$ cat src/logic/scan_pkg.sv
// Scanner package with frame constants, frame categories and stream/status structs
`default_nettype none

package scan_pkg;

	// Octet position in a frame, 0 is the first destination MAC octet
	typedef logic [10:0] pos_t;

	// Frames reaching this position are dropped mid-stream
	localparam pos_t max_frame = 11'd1536;

	// Minimum idle cycles ahead of a start delimiter
	localparam logic [3:0] ifg_min = 4'd10;

	// Config memory layout
	// MAC at 0..5, IPv4 at cfg_ip_base..cfg_ip_base+3
	localparam int unsigned cfg_ip_base = 6;

	// Frame class, in rising priority
	typedef enum logic [1:0] {
		cat_other = 2'd0,
		cat_arp   = 2'd1,
		cat_icmp  = 2'd2,
		cat_udp   = 2'd3
	} category_e;

	// One beat of the octet stream
	typedef struct packed {
		logic [7:0] data;
		// High on octet 0 only
		logic       first;
	} octet_s;

	// End-of-frame summary
	typedef struct packed {
		category_e category;
		logic      pass_ethmac;
		logic      pass_ip;
		// Position of the last octet
		pos_t      frame_len;
	} scan_status_s;

endpackage

`default_nettype wire

$ cat src/logic/frame_fsm.sv
// Receive frame FSM with preamble, delimiter and gap checks, position count and output delay
`timescale 1ns/1ps
`default_nettype none

module frame_fsm
	import scan_pkg::*;
(
	input  wire        clk,
	input  wire        rst_n,
	input  wire  [7:0] eth_in,
	input  wire        eth_in_s,
	input  wire        enable_rx,
	output pos_t       pos,
	output logic       in_frame,
	output octet_s     data_d1,
	output octet_s     odata,
	output logic       odata_s,
	output logic       frame_end,
	output pos_t       frame_len
);

	// Enable comes from another domain
	logic [1:0] rx_en_q;
	// One-hot state
	logic st_idle, st_pre, st_data, st_drop;
	logic [3:0] ifg_count;
	logic ifg_inc, ifg_ok, drop_now;
	logic data_st_d1;

	// Gap counter stops at 12
	assign ifg_inc  = ~&ifg_count[3:2];
	assign ifg_ok   = ifg_count >= ifg_min;
	assign drop_now = pos >= max_frame;
	assign in_frame = st_data;

	always_ff @(posedge clk or negedge rst_n) begin
		if (!rst_n) begin
			rx_en_q   <= 2'b00;
			st_idle   <= 1'b1;
			st_pre    <= 1'b0;
			st_data   <= 1'b0;
			st_drop   <= 1'b0;
			ifg_count <= 4'd12;
		end else begin
			rx_en_q <= {rx_en_q[0], enable_rx};
			// Gap only grows while nothing is being received
			if (st_idle | st_pre)
				ifg_count <= ifg_count + {3'd0, ifg_inc};
			else
				ifg_count <= 4'd0;
			// Enable is looked at once, on the first octet
			if (st_idle && eth_in_s) begin
				st_idle <= 1'b0;
				if (eth_in == 8'h55 && rx_en_q[1])
					st_pre <= 1'b1;
				else
					st_drop <= 1'b1;
			end
			if (st_pre) begin
				if (eth_in_s && eth_in == 8'hd5) begin
					st_pre <= 1'b0;
					// Delimiter too soon after the last frame
					if (ifg_ok)
						st_data <= 1'b1;
					else
						st_drop <= 1'b1;
				end else if (eth_in_s && eth_in != 8'h55) begin
					st_pre  <= 1'b0;
					st_drop <= 1'b1;
				end else if (!eth_in_s) begin
					st_pre  <= 1'b0;
					st_idle <= 1'b1;
				end
			end
			if (st_data) begin
				if (!eth_in_s) begin
					st_data <= 1'b0;
					st_idle <= 1'b1;
				end else if (drop_now) begin
					st_data <= 1'b0;
					st_drop <= 1'b1;
				end
			end
			// Rest of a bad frame is swallowed
			if (st_drop && !eth_in_s) begin
				st_drop <= 1'b0;
				st_idle <= 1'b1;
			end
		end
	end

	// Position, the delayed data state and the last octet position
	always_ff @(posedge clk or negedge rst_n) begin
		if (!rst_n) begin
			pos        <= '0;
			data_st_d1 <= 1'b0;
			odata_s    <= 1'b0;
			frame_len  <= '0;
		end else begin
			pos        <= st_data ? pos + 11'd1 : '0;
			data_st_d1 <= st_data;
			// Data state runs one cycle past the last octet, trim it
			odata_s    <= st_data & data_st_d1;
			if (st_data && eth_in_s)
				frame_len <= pos;
		end
	end

	// Two-stage octet pipeline, idle octets read as zero
	always_ff @(posedge clk) begin
		data_d1.data  <= eth_in_s ? eth_in : 8'h00;
		data_d1.first <= st_data & ~data_st_d1;
		odata         <= data_d1;
	end

	// Normal end only, a drop lands in st_drop instead
	assign frame_end = data_st_d1 & st_idle;

	assert property (@(posedge clk) disable iff (!rst_n)
		$onehot({st_idle, st_pre, st_data, st_drop}))
		else $error("frame FSM state is not one-hot");

endmodule

`default_nettype wire

$ cat src/logic/ones_chksum.sv
// Byte-serial 16-bit one's-complement sum with an all-ones flag
`timescale 1ns/1ps
`default_nettype none

module ones_chksum (
	input  wire       clk,
	input  wire       rst_n,
	input  wire       clear,
	input  wire       gate,
	input  wire [7:0] din,
	output logic      all_ones
);

	// Even octets go to the high lane
	logic        hi_lane;
	logic [15:0] sum;
	logic [15:0] addend;
	logic [16:0] raw;

	assign addend = hi_lane ? {din, 8'h00} : {8'h00, din};
	assign raw    = {1'b0, sum} + {1'b0, addend};

	always_ff @(posedge clk or negedge rst_n) begin
		if (!rst_n) begin
			hi_lane <= 1'b1;
			sum     <= 16'h0000;
		end else if (clear) begin
			hi_lane <= 1'b1;
			sum     <= 16'h0000;
		end else if (gate) begin
			hi_lane <= ~hi_lane;
			// End-around carry, cannot overflow a second time
			sum     <= raw[15:0] + {15'd0, raw[16]};
		end
	end

	assign all_ones = &sum;

endmodule

`default_nettype wire

$ cat src/logic/addr_match.sv
// Address matcher for destination MAC, IPv4 destination and ARP target against config memory
`timescale 1ns/1ps
`default_nettype none

module addr_match
	import scan_pkg::*;
#(
	parameter int cfg_aw = 4
) (
	input  wire               clk,
	input  wire               rst_n,
	input  wire pos_t         pos,
	input  wire octet_s       data_d1,
	output logic [cfg_aw-1:0] cfg_addr,
	input  wire  [7:0]        cfg_data,
	output logic              pass_ethmac,
	output logic              pass_dst_ip,
	output logic              pass_arp_ip
);

	logic win_eth, win_ip, win_arp;
	logic want_eth, want_ip, want_arp;
	logic cfg_hit;

	// Destination MAC, IPv4 destination, ARP target IP
	assign win_eth = pos < 11'd6;
	assign win_ip  = pos >= 11'd30 && pos < 11'd34;
	assign win_arp = pos >= 11'd38 && pos < 11'd42;

	// Both IP windows read the same four bytes
	always_comb begin
		if (win_ip)
			cfg_addr = cfg_aw'(pos - 11'd30 + 11'(cfg_ip_base));
		else if (win_arp)
			cfg_addr = cfg_aw'(pos - 11'd38 + 11'(cfg_ip_base));
		else
			cfg_addr = cfg_aw'(pos);
	end

	// Memory answer and the octet line up one cycle on
	assign cfg_hit = cfg_data == data_d1.data;

	always_ff @(posedge clk or negedge rst_n) begin
		if (!rst_n) begin
			want_eth    <= 1'b0;
			want_ip     <= 1'b0;
			want_arp    <= 1'b0;
			pass_ethmac <= 1'b0;
			pass_dst_ip <= 1'b0;
			pass_arp_ip <= 1'b0;
		end else begin
			want_eth <= win_eth;
			want_ip  <= win_ip;
			want_arp <= win_arp;
			// Flags start high each frame and any mismatch clears them for good
			if (pos == '0) begin
				pass_ethmac <= 1'b1;
				pass_dst_ip <= 1'b1;
				pass_arp_ip <= 1'b1;
			end else begin
				if (want_eth && !cfg_hit)
					pass_ethmac <= 1'b0;
				if (want_ip && !cfg_hit)
					pass_dst_ip <= 1'b0;
				if (want_arp && !cfg_hit)
					pass_arp_ip <= 1'b0;
			end
		end
	end

	// Memory answer matches data_d1 only while pos steps by one
	assert property (@(posedge clk) disable iff (!rst_n)
		(want_eth || want_ip || want_arp) && pos != '0 |-> pos == $past(pos) + 11'd1)
		else $error("position skipped inside a config compare window");

endmodule

`default_nettype wire

$ cat src/logic/ip_check.sv
// IPv4 header checker with template, TTL, header checksum and total length capture
`timescale 1ns/1ps
`default_nettype none

module ip_check
	import scan_pkg::*;
(
	input  wire         clk,
	input  wire         rst_n,
	input  wire pos_t   pos,
	input  wire octet_s data_d1,
	output logic        ip_ok,
	output logic [15:0] ip_length
);

	logic [7:0] tmpl;
	logic [7:0] df_mask;
	logic [7:0] len_hi;
	logic want, mask_df, ttl_flag;
	logic pass_r, chksum_fail;
	logic sum_gate, sum_clear, sum_ones;
	logic hdr_match, zero_ttl;

	// Expected octets, checked one cycle later
	always_ff @(posedge clk) begin
		case (pos)
			// Ethertype IPv4
			11'd12:  tmpl <= 8'h08;
			11'd13:  tmpl <= 8'h00;
			// Version 4, five-word header
			11'd14:  tmpl <= 8'h45;
			// Flags and fragment offset
			11'd20:  tmpl <= 8'h00;
			11'd21:  tmpl <= 8'h00;
			default: tmpl <= 8'h00;
		endcase
	end

	// DF is the only flag allowed
	assign df_mask   = {1'b1, ~mask_df, 6'h3f};
	assign hdr_match = (data_d1.data & df_mask) == tmpl;
	assign zero_ttl  = ttl_flag && data_d1.data == 8'h00;
	assign sum_clear = pos == '0;

	always_ff @(posedge clk or negedge rst_n) begin
		if (!rst_n) begin
			want        <= 1'b0;
			mask_df     <= 1'b0;
			ttl_flag    <= 1'b0;
			sum_gate    <= 1'b0;
			pass_r      <= 1'b0;
			chksum_fail <= 1'b0;
			len_hi      <= 8'h00;
			ip_length   <= 16'h0000;
		end else begin
			want     <= (pos >= 11'd12 && pos < 11'd15) || pos == 11'd20 || pos == 11'd21;
			mask_df  <= pos == 11'd20;
			ttl_flag <= pos == 11'd22;
			// Header octets 14 to 33
			sum_gate <= pos >= 11'd14 && pos < 11'd34;
			if (pos == '0) begin
				pass_r      <= 1'b1;
				chksum_fail <= 1'b0;
			end else begin
				if ((want && !hdr_match) || zero_ttl)
					pass_r <= 1'b0;
				// Last header octet summed by now
				if (pos == 11'd35)
					chksum_fail <= ~sum_ones;
			end
			// Total length, octets 16 and 17
			if (pos == 11'd17)
				len_hi <= data_d1.data;
			if (pos == 11'd18)
				ip_length <= {len_hi, data_d1.data};
		end
	end

	ones_chksum i_hdr_sum (
		.clk      (clk),
		.rst_n    (rst_n),
		.clear    (sum_clear),
		.gate     (sum_gate),
		.din      (data_d1.data),
		.all_ones (sum_ones)
	);

	assign ip_ok = pass_r & ~chksum_fail;

endmodule

`default_nettype wire

$ cat src/logic/proto_match.sv
// Protocol matcher for ARP request, ICMP echo with checksum and UDP port/length rules
`timescale 1ns/1ps
`default_nettype none

module proto_match
	import scan_pkg::*;
(
	input  wire         clk,
	input  wire         rst_n,
	input  wire pos_t   pos,
	input  wire octet_s data_d1,
	input  wire  [15:0] ip_length,
	output logic        arp_ok,
	output logic        icmp_ok,
	output logic        udp_ok,
	output logic        unicast_src
);

	logic [7:0]  tmpl;
	logic [7:0]  proto;
	logic [7:0]  ulen_hi;
	logic [15:0] udp_len;
	logic [16:0] pos_w, ip_end;
	logic want_arp, want_icmp, arp_pass, icmp_pass;
	logic sum_gate, sum_clear, sum_ones, sum_ok;
	logic sport_ok, dport_hi_nz, dport_ok;
	logic tmpl_hit;

	// ARP header from the ethertype on, then ICMP type and code
	always_ff @(posedge clk) begin
		case (pos)
			11'd12:  tmpl <= 8'h08;
			11'd13:  tmpl <= 8'h06;
			11'd14:  tmpl <= 8'h00;
			11'd15:  tmpl <= 8'h01;
			11'd16:  tmpl <= 8'h08;
			11'd17:  tmpl <= 8'h00;
			11'd18:  tmpl <= 8'h06;
			11'd19:  tmpl <= 8'h04;
			11'd20:  tmpl <= 8'h00;
			// Request opcode
			11'd21:  tmpl <= 8'h01;
			// Echo request, code 0
			11'd34:  tmpl <= 8'h08;
			default: tmpl <= 8'h00;
		endcase
	end

	assign tmpl_hit  = data_d1.data == tmpl;
	assign pos_w     = {6'd0, pos};
	// First position past the IP datagram
	assign ip_end    = {1'b0, ip_length} + 17'd14;
	assign sum_clear = pos == '0;

	always_ff @(posedge clk or negedge rst_n) begin
		if (!rst_n) begin
			want_arp    <= 1'b0;
			want_icmp   <= 1'b0;
			sum_gate    <= 1'b0;
			arp_pass    <= 1'b0;
			icmp_pass   <= 1'b0;
			sum_ok      <= 1'b0;
			unicast_src <= 1'b0;
			proto       <= 8'h00;
			sport_ok    <= 1'b0;
			dport_hi_nz <= 1'b0;
			dport_ok    <= 1'b0;
			ulen_hi     <= 8'h00;
			udp_len     <= 16'h0000;
		end else begin
			want_arp  <= pos >= 11'd12 && pos < 11'd22;
			want_icmp <= pos == 11'd34 || pos == 11'd35;
			// ICMP message to the end of the datagram
			sum_gate  <= pos >= 11'd34 && pos_w < ip_end;
			if (pos == '0) begin
				arp_pass    <= 1'b1;
				icmp_pass   <= 1'b1;
				sum_ok      <= 1'b0;
				unicast_src <= 1'b1;
				proto       <= 8'h00;
				sport_ok    <= 1'b0;
				dport_ok    <= 1'b0;
			end else begin
				if (want_arp && !tmpl_hit)
					arp_pass <= 1'b0;
				if (want_icmp && !tmpl_hit)
					icmp_pass <= 1'b0;
				if (pos > 11'd34 && pos_w == ip_end + 17'd1)
					sum_ok <= sum_ones;
				// Group bit of the source MAC
				if (pos == 11'd7)
					unicast_src <= ~data_d1.data[0];
				if (pos == 11'd24)
					proto <= data_d1.data;
				// Source port 1024 and up
				if (pos == 11'd35)
					sport_ok <= |data_d1.data[7:2];
				if (pos == 11'd37)
					dport_hi_nz <= |data_d1.data;
				if (pos == 11'd38)
					dport_ok <= dport_hi_nz | (|data_d1.data);
				if (pos == 11'd39)
					ulen_hi <= data_d1.data;
				if (pos == 11'd40)
					udp_len <= {ulen_hi, data_d1.data};
			end
		end
	end

	ones_chksum i_icmp_sum (
		.clk      (clk),
		.rst_n    (rst_n),
		.clear    (sum_clear),
		.gate     (sum_gate),
		.din      (data_d1.data),
		.all_ones (sum_ones)
	);

	assign arp_ok  = arp_pass;
	assign icmp_ok = icmp_pass & sum_ok & (proto == 8'h01);
	// UDP datagram has to fit behind a 20-octet IP header
	assign udp_ok  = (proto == 8'h11) & sport_ok & dport_ok &
		({1'b0, ip_length} >= {1'b0, udp_len} + 17'd20);

endmodule

`default_nettype wire

$ cat src/logic/pkt_scanner.sv
// Packet scanner top with frame FSM, checkers and the end-of-frame status word
`timescale 1ns/1ps
`default_nettype none

module pkt_scanner
	import scan_pkg::*;
#(
	parameter int cfg_aw = 4
) (
	input  wire               clk,
	input  wire               rst_n,
	input  wire  [7:0]        eth_in,
	input  wire               eth_in_s,
	input  wire               enable_rx,
	output logic [cfg_aw-1:0] cfg_addr,
	input  wire  [7:0]        cfg_data,
	output octet_s            odata,
	output logic              odata_s,
	output logic              odata_f,
	output logic              status_valid,
	output scan_status_s      status
);

	pos_t pos, frame_len;
	octet_s data_d1;
	logic in_frame, frame_end;
	logic pass_ethmac, pass_dst_ip, pass_arp_ip;
	logic ip_ok, arp_ok, icmp_ok, udp_ok, unicast_src;
	logic [15:0] ip_length;
	logic len_ok;
	logic pass_ip, pass_arp, pass_icmp, pass_udp;
	scan_status_s status_now, status_r;

	frame_fsm i_fsm (
		.clk       (clk),
		.rst_n     (rst_n),
		.eth_in    (eth_in),
		.eth_in_s  (eth_in_s),
		.enable_rx (enable_rx),
		.pos       (pos),
		.in_frame  (in_frame),
		.data_d1   (data_d1),
		.odata     (odata),
		.odata_s   (odata_s),
		.frame_end (frame_end),
		.frame_len (frame_len)
	);

	addr_match #(.cfg_aw(cfg_aw)) i_addr (
		.clk         (clk),
		.rst_n       (rst_n),
		.pos         (pos),
		.data_d1     (data_d1),
		.cfg_addr    (cfg_addr),
		.cfg_data    (cfg_data),
		.pass_ethmac (pass_ethmac),
		.pass_dst_ip (pass_dst_ip),
		.pass_arp_ip (pass_arp_ip)
	);

	ip_check i_ip (
		.clk       (clk),
		.rst_n     (rst_n),
		.pos       (pos),
		.data_d1   (data_d1),
		.ip_ok     (ip_ok),
		.ip_length (ip_length)
	);

	proto_match i_proto (
		.clk         (clk),
		.rst_n       (rst_n),
		.pos         (pos),
		.data_d1     (data_d1),
		.ip_length   (ip_length),
		.arp_ok      (arp_ok),
		.icmp_ok     (icmp_ok),
		.udp_ok      (udp_ok),
		.unicast_src (unicast_src)
	);

	// Octet count covers the datagram, the Ethernet header and the FCS
	always_ff @(posedge clk or negedge rst_n) begin
		if (!rst_n)
			len_ok <= 1'b0;
		else if (in_frame)
			len_ok <= {6'd0, pos} >= {1'b0, ip_length} + 17'd18;
	end

	assign pass_ip   = pass_ethmac & unicast_src & ip_ok & pass_dst_ip & len_ok;
	assign pass_udp  = pass_ip & udp_ok;
	assign pass_icmp = pass_ip & icmp_ok;
	// Broadcast ARP is fine, so no destination MAC here
	assign pass_arp  = unicast_src & arp_ok & pass_arp_ip;

	always_comb begin
		status_now.category    = pass_udp  ? cat_udp  :
		                         pass_icmp ? cat_icmp :
		                         pass_arp  ? cat_arp  : cat_other;
		status_now.pass_ethmac = pass_ethmac;
		status_now.pass_ip     = pass_ip;
		status_now.frame_len   = frame_len;
	end

	// Checker flags restart with the next frame, keep a copy
	always_ff @(posedge clk or negedge rst_n) begin
		if (!rst_n)
			status_r <= '0;
		else if (frame_end)
			status_r <= status_now;
	end

	assign status       = frame_end ? status_now : status_r;
	assign status_valid = frame_end;
	assign odata_f      = frame_end;

	// One status per frame, frames are never back to back
	assert property (@(posedge clk) disable iff (!rst_n)
		status_valid |=> !status_valid)
		else $error("status_valid on adjacent cycles");

endmodule

`default_nettype wire

$ cat config.mk
export PLATFORM = sky130hd
export DESIGN_NAME = pkt_scanner
export DESIGN_NICKNAME = d
export VERILOG_FILES = /design/src/logic/scan_pkg.sv /design/src/logic/frame_fsm.sv /design/src/logic/ones_chksum.sv /design/src/logic/addr_match.sv /design/src/logic/ip_check.sv /design/src/logic/proto_match.sv /design/src/logic/pkt_scanner.sv
export SDC_FILE = /design/constraint.sdc
export NUM_CORES = 1
export LEC_CHECK = 0
export BUFFER_PORTS_ARGS = -buffer_cell sky130_fd_sc_hd__buf_2
export CAP_MARGIN = 20
export CORE_ASPECT_RATIO = 1.25
export CORE_MARGIN = 5
export CORE_UTILIZATION = 55
export DETAILED_ROUTE_END_ITERATION = 10
export GPL_ROUTABILITY_DRIVEN = 0
export PLACE_DENSITY = 0.72
export SLEW_MARGIN = 20
export SYNTH_ARGS = -nofsm -noshare
export SYNTH_HDL_FRONTEND = slang
export SYNTH_SLANG_ARGS = --single-unit
$ cat constraint.sdc
create_clock -name clk -period 9.6 [get_ports clk]
set_clock_uncertainty 0.05 [all_clocks]
set_input_delay 0.48 -clock clk [delete_from_list [all_inputs] [get_ports clk]]
set_output_delay 0.48 -clock clk [all_outputs]
set_load 0.02 [all_outputs]
## After elaboration in Yosys (flattened, before gate mapping)

Index checks and enable logic that the tools add are counted.

| operators by class | value |
|---|---|
| equality and inequality tests | 28 |
| add/subtract/negate cells | 14 |
| multiplexer cells | 74 |
| $lt $le $gt $ge | 16 |
| reductions and logical operators | 55 |
| bitwise gates (word level) | 28 |

Operator list:

| cell | number |
|---|---|
| $mux W16 | 6 |
| $eq A11 B5 Y1 const B | 8 |
| $eq A11 B6 Y1 const B | 6 |
| $mux W1 | 57 |
| $eq A11 B4 Y1 const B | 4 |
| $add A16 B16 Y17 | 2 |
| $add A16 B5 Y17 const B | 2 |
| $add A16 B1 Y16 | 2 |
| $reduce_and A16 Y1 | 2 |
| $reduce_bool A2 Y1 | 13 |
| $ge A11 B4 Y1 const B | 2 |
| $ge A11 B6 Y1 const B | 2 |
| $lt A11 B6 Y1 const B | 2 |
| $logic_and A1 B1 Y1 | 20 |
| $add A16 B4 Y17 const B | 1 |
| $add A17 B1 Y17 const B | 1 |
| $and A1 B1 Y1 | 17 |
| $eq A11 B17 Y1 | 1 |
| $ge A11 B17 Y1 | 1 |
| $ge A16 B17 Y1 | 1 |
| $lt A11 B17 Y1 | 1 |
| $mux W8 | 2 |
| $pmux W4 S4 | 1 |
| $mux W15 | 1 |
| 37 further kinds | 60 |

| storage, ports and cells | value |
|---|---|
| output and inout bits | 31 |
| input bits | 20 |
| logic and storage cells | 267 |
| register bits after elaboration | 191 |

## Depth between registers and ports, before layout

| depth | value |
|---|---|
| depth in word-level cells | 11 |
| mapped depth | 21 |
| depth with buffers taken out | 20 |

## Cells and area by module

From an unflattened synthesis, not the netlist that was laid out.

| second synthesis, totals | value |
|---|---|
| cells, all modules | 1311 |
| area total of the unflattened synthesis | 12713.4 um^2 |

Modules (own cells, without submodules):

| module | area each (um^2) | cells an instance | seq. area each (um^2) | times used |
|---|---|---|---|---|
| ones_chksum | 1983.2 | 238 | 426.7 | 2 |
| proto_match | 3910.0 | 434 | 1131.1 | 1 |
| frame_fsm | 1878.1 | 151 | 1214.9 | 1 |
| ip_check | 1358.8 | 95 | 790.8 | 1 |
| pkt_scanner | 1168.6 | 109 | 400.4 | 1 |
| addr_match | 431.7 | 46 | 150.1 | 1 |

## Worst setup path before layout

OpenSTA, ideal clock, no wires.

| timing | value |
|---|---|
| path type | register to register |
| start point | register, netlist name i_fsm.data_d1[1] |
| end point | register i_ip.i_hdr_sum.sum[15] |
| library setup time | 72 ps |
| arrival time | 4077 ps |
| clock period less this slack | 4199 ps |
| required time | 9478 ps |
| path slack | 5401 ps |
| path buffers | 1 |
| cell stages (with the launch flop) | 22 |
| path through | dfxtp_1 > clkbuf_1 > nor2b_1 > ha_1 > inv_1 > fa_1 > nand2b_1 > a21o_1 > a21oi_1 > o211a_1 > o21a_1 > o21a_1 > o21ai_0 > nand2_1 > a21o_1 > ha_1 > and3_1 > nand3_1 > nor4_2 > a32oi_1 > a311o_1 > nor2_1 |

| on the way | value |
|---|---|
| longest elaborated chain between the ends | 5 |

Ends and longest elaborated chain:

| what | line | source |
|---|---|---|
| $mux W16 | ones_chksum.sv:20 | `assign addend = hi_lane ? {din, 8'h00} : {8'h00, din};` |
| $add A16 B16 Y17 | ones_chksum.sv:21 | `assign raw = {1'b0, sum} + {1'b0, addend};` |
| $add A16 B1 Y16 | ones_chksum.sv:33 | `sum <= raw[15:0] + {15'd0, raw[16]};` |
| $mux W16 | ones_chksum.sv:30 | `end else if (gate) begin` |
| $mux W16 | ones_chksum.sv:27 | `end else if (clear) begin` |
| to (signal assigned) | ones_chksum.sv:33 |  |
| to (decl) | ones_chksum.sv:16 | `logic [15:0] sum;` |

No other way between the ends. The select of a mux whose other input is x is not followed.
A chain may end at the register's enable or synchronous reset.

## Final worst setup path

| timing | value |
|---|---|
| start point | register, netlist name i_fsm.data_d1[1] |
| end point | register i_ip.i_hdr_sum.sum[15] |

| on the way | value |
|---|---|
| longest elaborated chain between the ends | 5 |

Ends and longest elaborated chain:

| what | line |
|---|---|
| $mux W16 | ones_chksum.sv:20 |
| $add A16 B16 Y17 | ones_chksum.sv:21 |
| $add A16 B1 Y16 | ones_chksum.sv:33 |
| $mux W16 | ones_chksum.sv:30 |
| $mux W16 | ones_chksum.sv:27 |

No other way between the ends. The select of a mux whose other input is x is not followed.

==> results_tabular.tex <==
\begin{tabular}{lr}
\hline
Metric & Value \\
\hline
\multicolumn{2}{l}{\textbf{STA}} \\
Post-layout min period & 5004 ps \\
Share of the clock period used by the worst path after layout & 52.13\% \\
Worst slew slack as a fraction of its limit & 32.74\% \\
RSZ-0062 raised after global routing & no \\
Pin slew with the least headroom to its limit & between 1000 and 1500 ps \\
Final hold violation count & 0 \\
Setup violators final & 0 \\
Final worst slack & 4596 ps \\
Max-slew violation total from the final report & 0 \\
Total negative slack for setup checks & 0 ps \\
Highest attainable clock frequency & 199.8 MHz \\
\multicolumn{2}{l}{\textbf{Critical path}} \\
Crit path to & i\_ip.i\_hdr\_sum.sum[15] \\
Slowest stage delay, CP & $\sim$780 ps \\
Slowest library cell on the worst path & dfxtp\_1 \\
Reg2reg end & i\_ip.i\_hdr\_sum.sum[15] \\
Worst Setup Path Type & reg -> reg \\
Kind of end point of the critical path & register \\
Worst Setup SP & i\_fsm.data\_d1[1] \\
Crit-path cells & nor2b\_1 > ha\_1 > inv\_1 > fa\_1 > nand2b\_1 > a21o\_1 > a21oi\_1 > o211a\_1 > o21a\_1 > o21a\_1 > o21ai\_0 > nand2\_1 > a21o\_1 > ha\_1 > and3\_1 > nand3\_1 > nor4\_2 > a32oi\_1 > a311o\_1 > nor2\_1 \\
Launch instance of the worst register-to-register path & i\_fsm.data\_d1[1] \\
Worst setup SP type & register \\
Data arrival time of the critical path & 5330 ps \\
R2r setup slk & 4600 ps \\
Depth of the most critical reg-to-reg path & 20 \\
CP Data Required Time & 9920 ps \\
Max FO, Critical Path & 16 \\
\multicolumn{2}{l}{\textbf{Pwr}} \\
Reported leakage power & 6.003 nW \\
Worst voltage drop across the vdd grid & approximately 0.14 mV \\
Total power density per cell area & between 100 and 150 nW/µm² \\
\multicolumn{2}{l}{\textbf{Cells and area}} \\
Share of post-route cells with drive strength above 1 & 14.15\% \\
Fillcell total & 1815 \\
Commonest non-fill, non-tap cell in the layout & dfrtp\_1 \\
Synth-to-layout area growth & 8.818\% \\
Combined flip-flop and latch cell area & 4541 µm² \\
Commonest non-fill, non-tap cells in the layout & dfrtp\_1, nor2\_1, ha\_1, xnor2\_1, nand2\_1 \\
Number of antenna cells inserted & 0 \\
Multi-input logic area & 7037 µm² \\
Utilization after layout & 60.77\% \\
Net count reported at finish & 1370 \\
Count of non-filler cells in the finished layout & about 1600 \\
\multicolumn{2}{l}{\textbf{Yosys}} \\
Proportion of synthesized chip area in sequential cells & 37.74\% \\
Portion of synthesized cell area occupied by the leading cell type & 32.65\% \\
Post-Synthesis Net Count & 1357 \\
Cell taking the most area after synthesis & dfrtp\_1 \\
Syn avg cell area & around 9.6 µm² \\
Number of different library cells in the post-synthesis netlist & between 80 and 90 \\
Async S/R FF share, synth & between 80\% and 90\% \\
Number of standard cells after synthesis & 1253 \\
Flop and latch count out of synthesis & around 190 \\
Synth area leaders & dfrtp\_1, ha\_1, mux2\_2 \\
Ys flop type & dfrtp\_1 \\
Mapped cell area & 12030 µm² \\
Total of warnings raised by yosys & 0 \\
Number of synthesized flops with an enable pin & 0 \\
\multicolumn{2}{l}{\textbf{Global routing}} \\
Overflow left after global routing & 0 \\
Maximum number of pins on one net before global-route repair & 96 \\
Initial antenna violation count & 0 \\
Wire length of the first global-routing pass & 47490 µm \\
Tot GR Track Use & 23.28\% \\
Number of global-route vias before repair & 9371 \\
\multicolumn{2}{l}{\textbf{Clocking}} \\
Number of sinks driven by the clock tree & 186 \\
Count of H-tree levels built during CTS & 4 \\
Total clock buffers created by CTS & 17 \\
TritonCTS clock tree & built \\
Clock insertion delay at the later pin of the skew report & 450 ps \\
Post-cts hold buffer count & 0 \\
Clock root buffer & clkbuf\_16 \\
Buffer levels on the longest clock path & 2 \\
Post-CTS Resized & 0 \\
Post-CTS Repair Setup Buffers & 0 \\
Clock slew at reported path FFs & 90 ps \\
\multicolumn{2}{l}{\textbf{Route}} \\
Post-route DRC violation count & 0 \\
Met2 layer wire length in the routed design & $\sim$14000 µm \\
Drt total wl & 28270 µm \\
Vias per cell & 6.025 \\
Topmost layer with routed signal wires & met4 \\
Final routed wire length divided by cell count & around 18 µm \\
Met3 WL & 1297 µm \\
Vias post-DR & roughly 9400 \\
Number of nets with antenna violations after detailed routing & 0 \\
Routed length on met1 & 12300 µm \\
Number of design-rule violations left by the first detailed-router iteration & 604 \\
Drt first pass iters & 5 \\
\multicolumn{2}{l}{\textbf{Floorplanning}} \\
Die Area & 24950 µm² \\
I/O pin total & 51 \\
Horiz. Die Dim & 142.3 µm \\
Die span in y & 175.4 µm \\
Initial Utilization & 55.85\% \\
Total core area & 21550 µm² \\
Site Rows & 60 \\
\multicolumn{2}{l}{\textbf{Placed design}} \\
Minimum setup slack after placement & around 4700 ps \\
Buffers on Ports & 50 \\
Placed Cells incl. Taps & roughly 1500 \\
Placed wire-length estimate after detailed placement & 19500 µm \\
\multicolumn{2}{l}{\textbf{Job}} \\
Count of max-cap constraint violations & 0 \\
\multicolumn{2}{l}{\textbf{Run status}} \\
Outcome & completed \\
\multicolumn{2}{l}{\textbf{Hold path}} \\
Path class of the lowest-slack min-delay path & in -> async \\
\hline
\end{tabular}
[metal layers]
layer / GRT usage, % / vias up
li1: - / 4540
met1: 30.73 / 4582
met2: 39.57 / 217
met3: 3.676 / 48
met4: 6.735 / 0
met5: 0 / -
[critical path: cells and delay by family (launching register included)]
kind | cells | cell delay (ps)
AND/OR/NAND/NOR | 7 | 1520
buffers and inverters | 1 | 80
adder cells (fa/ha/maj) | 3 | 800
AO/OA/AOI/OAI | 9 | 1690
flip-flops | 1 | 780
[final cells by class]
class / count / area share [%]
inverter: 44 / 1.261
clock inverter: 15 / 1.873
multi-input combinational: 957 / 53.74
timing repair buffer: 60 / 2.532
tap: 279 / 2.666
sequential: 186 / 34.68
clock buffer: 17 / 3.249
[worst min path at each step]
stage	startpoint	to	slack, ps
detailed placement	i_fsm.data_d1[0]	i_fsm.odata[0]	260
global route	enable_rx	i_fsm.rx_en_q[0]	60
CTS	enable_rx	i_fsm.rx_en_q[0]	60
floorplan	rst_n	i_addr.pass_arp_ip	130
global placement	i_fsm.data_d1[0]	i_fsm.odata[0]	260
finish	rst_n	i_proto.i_icmp_sum.sum[6]	30
[flip-flops by register name (all words and copies together), names as in the netlist, 2 cells and up]
name	count
i_ip.i_hdr_sum.sum	16
i_ip.ip_length	16
i_proto.i_icmp_sum.sum	16
i_proto.udp_len	16
status_r	15
i_fsm.frame_len	11
i_fsm.pos	11
i_fsm.data_d1	9
i_fsm.odata	9
i_ip.len_hi	8
i_proto.proto	8
i_proto.ulen_hi	8
i_fsm.ifg_count	4
i_proto.tmpl	4
i_fsm.rx_en_q	2
i_ip.tmpl	2
[metrics by stage]
step	instance area, µm²	total power [W]	hold slack, ps
finish	13090	0.001642	34.92
global route	13090	0.001694	61.11
CTS	13090	0.001657	60.94
detailed placement	12420	0.0008760	262.1
global placement	12420	0.0008750	262.5
floorplan	12030	0.0008410	134.4
[Yosys cell counts, drive strengths merged, types with 15 or more instances]
library cell  count
dfxtp            24
a21oi            46
xor2             41
inv              44
nor3             33
nor2             86
nand3            41
a21o             22
xnor2            73
mux2             70
and2             41
a211oi           28
o21ai            61
o21a             15
ha               82
nor2b            33
nor4             18
dfrtp           157
clkbuf           48
mux2i            18
and3             18
buf              18
nand2            65
nand4            30
[logic make-up after synthesis]
kind of cell,share of synthesized area [%]
AND/OR/NAND/NOR,19.65
AO/OA/AOI/OAI,13.24
flip-flops,37.74
XOR/XNOR,8.682
buffers and inverters,3.785
multiplexers,8.048
adder cells (fa/ha/maj),8.859
[power breakdown]
part | switching, W | total (W) | internal, W | leakage [nW]
combinational | 0.0000460 | 0.0000697 | 0.0000237 | 3.28
clock | 0.000402 | 0.000782 | 0.000380 | 0.323
sequential | 0.00000296 | 0.000790 | 0.000787 | 2.40
(Power assumes the default switching activity.)
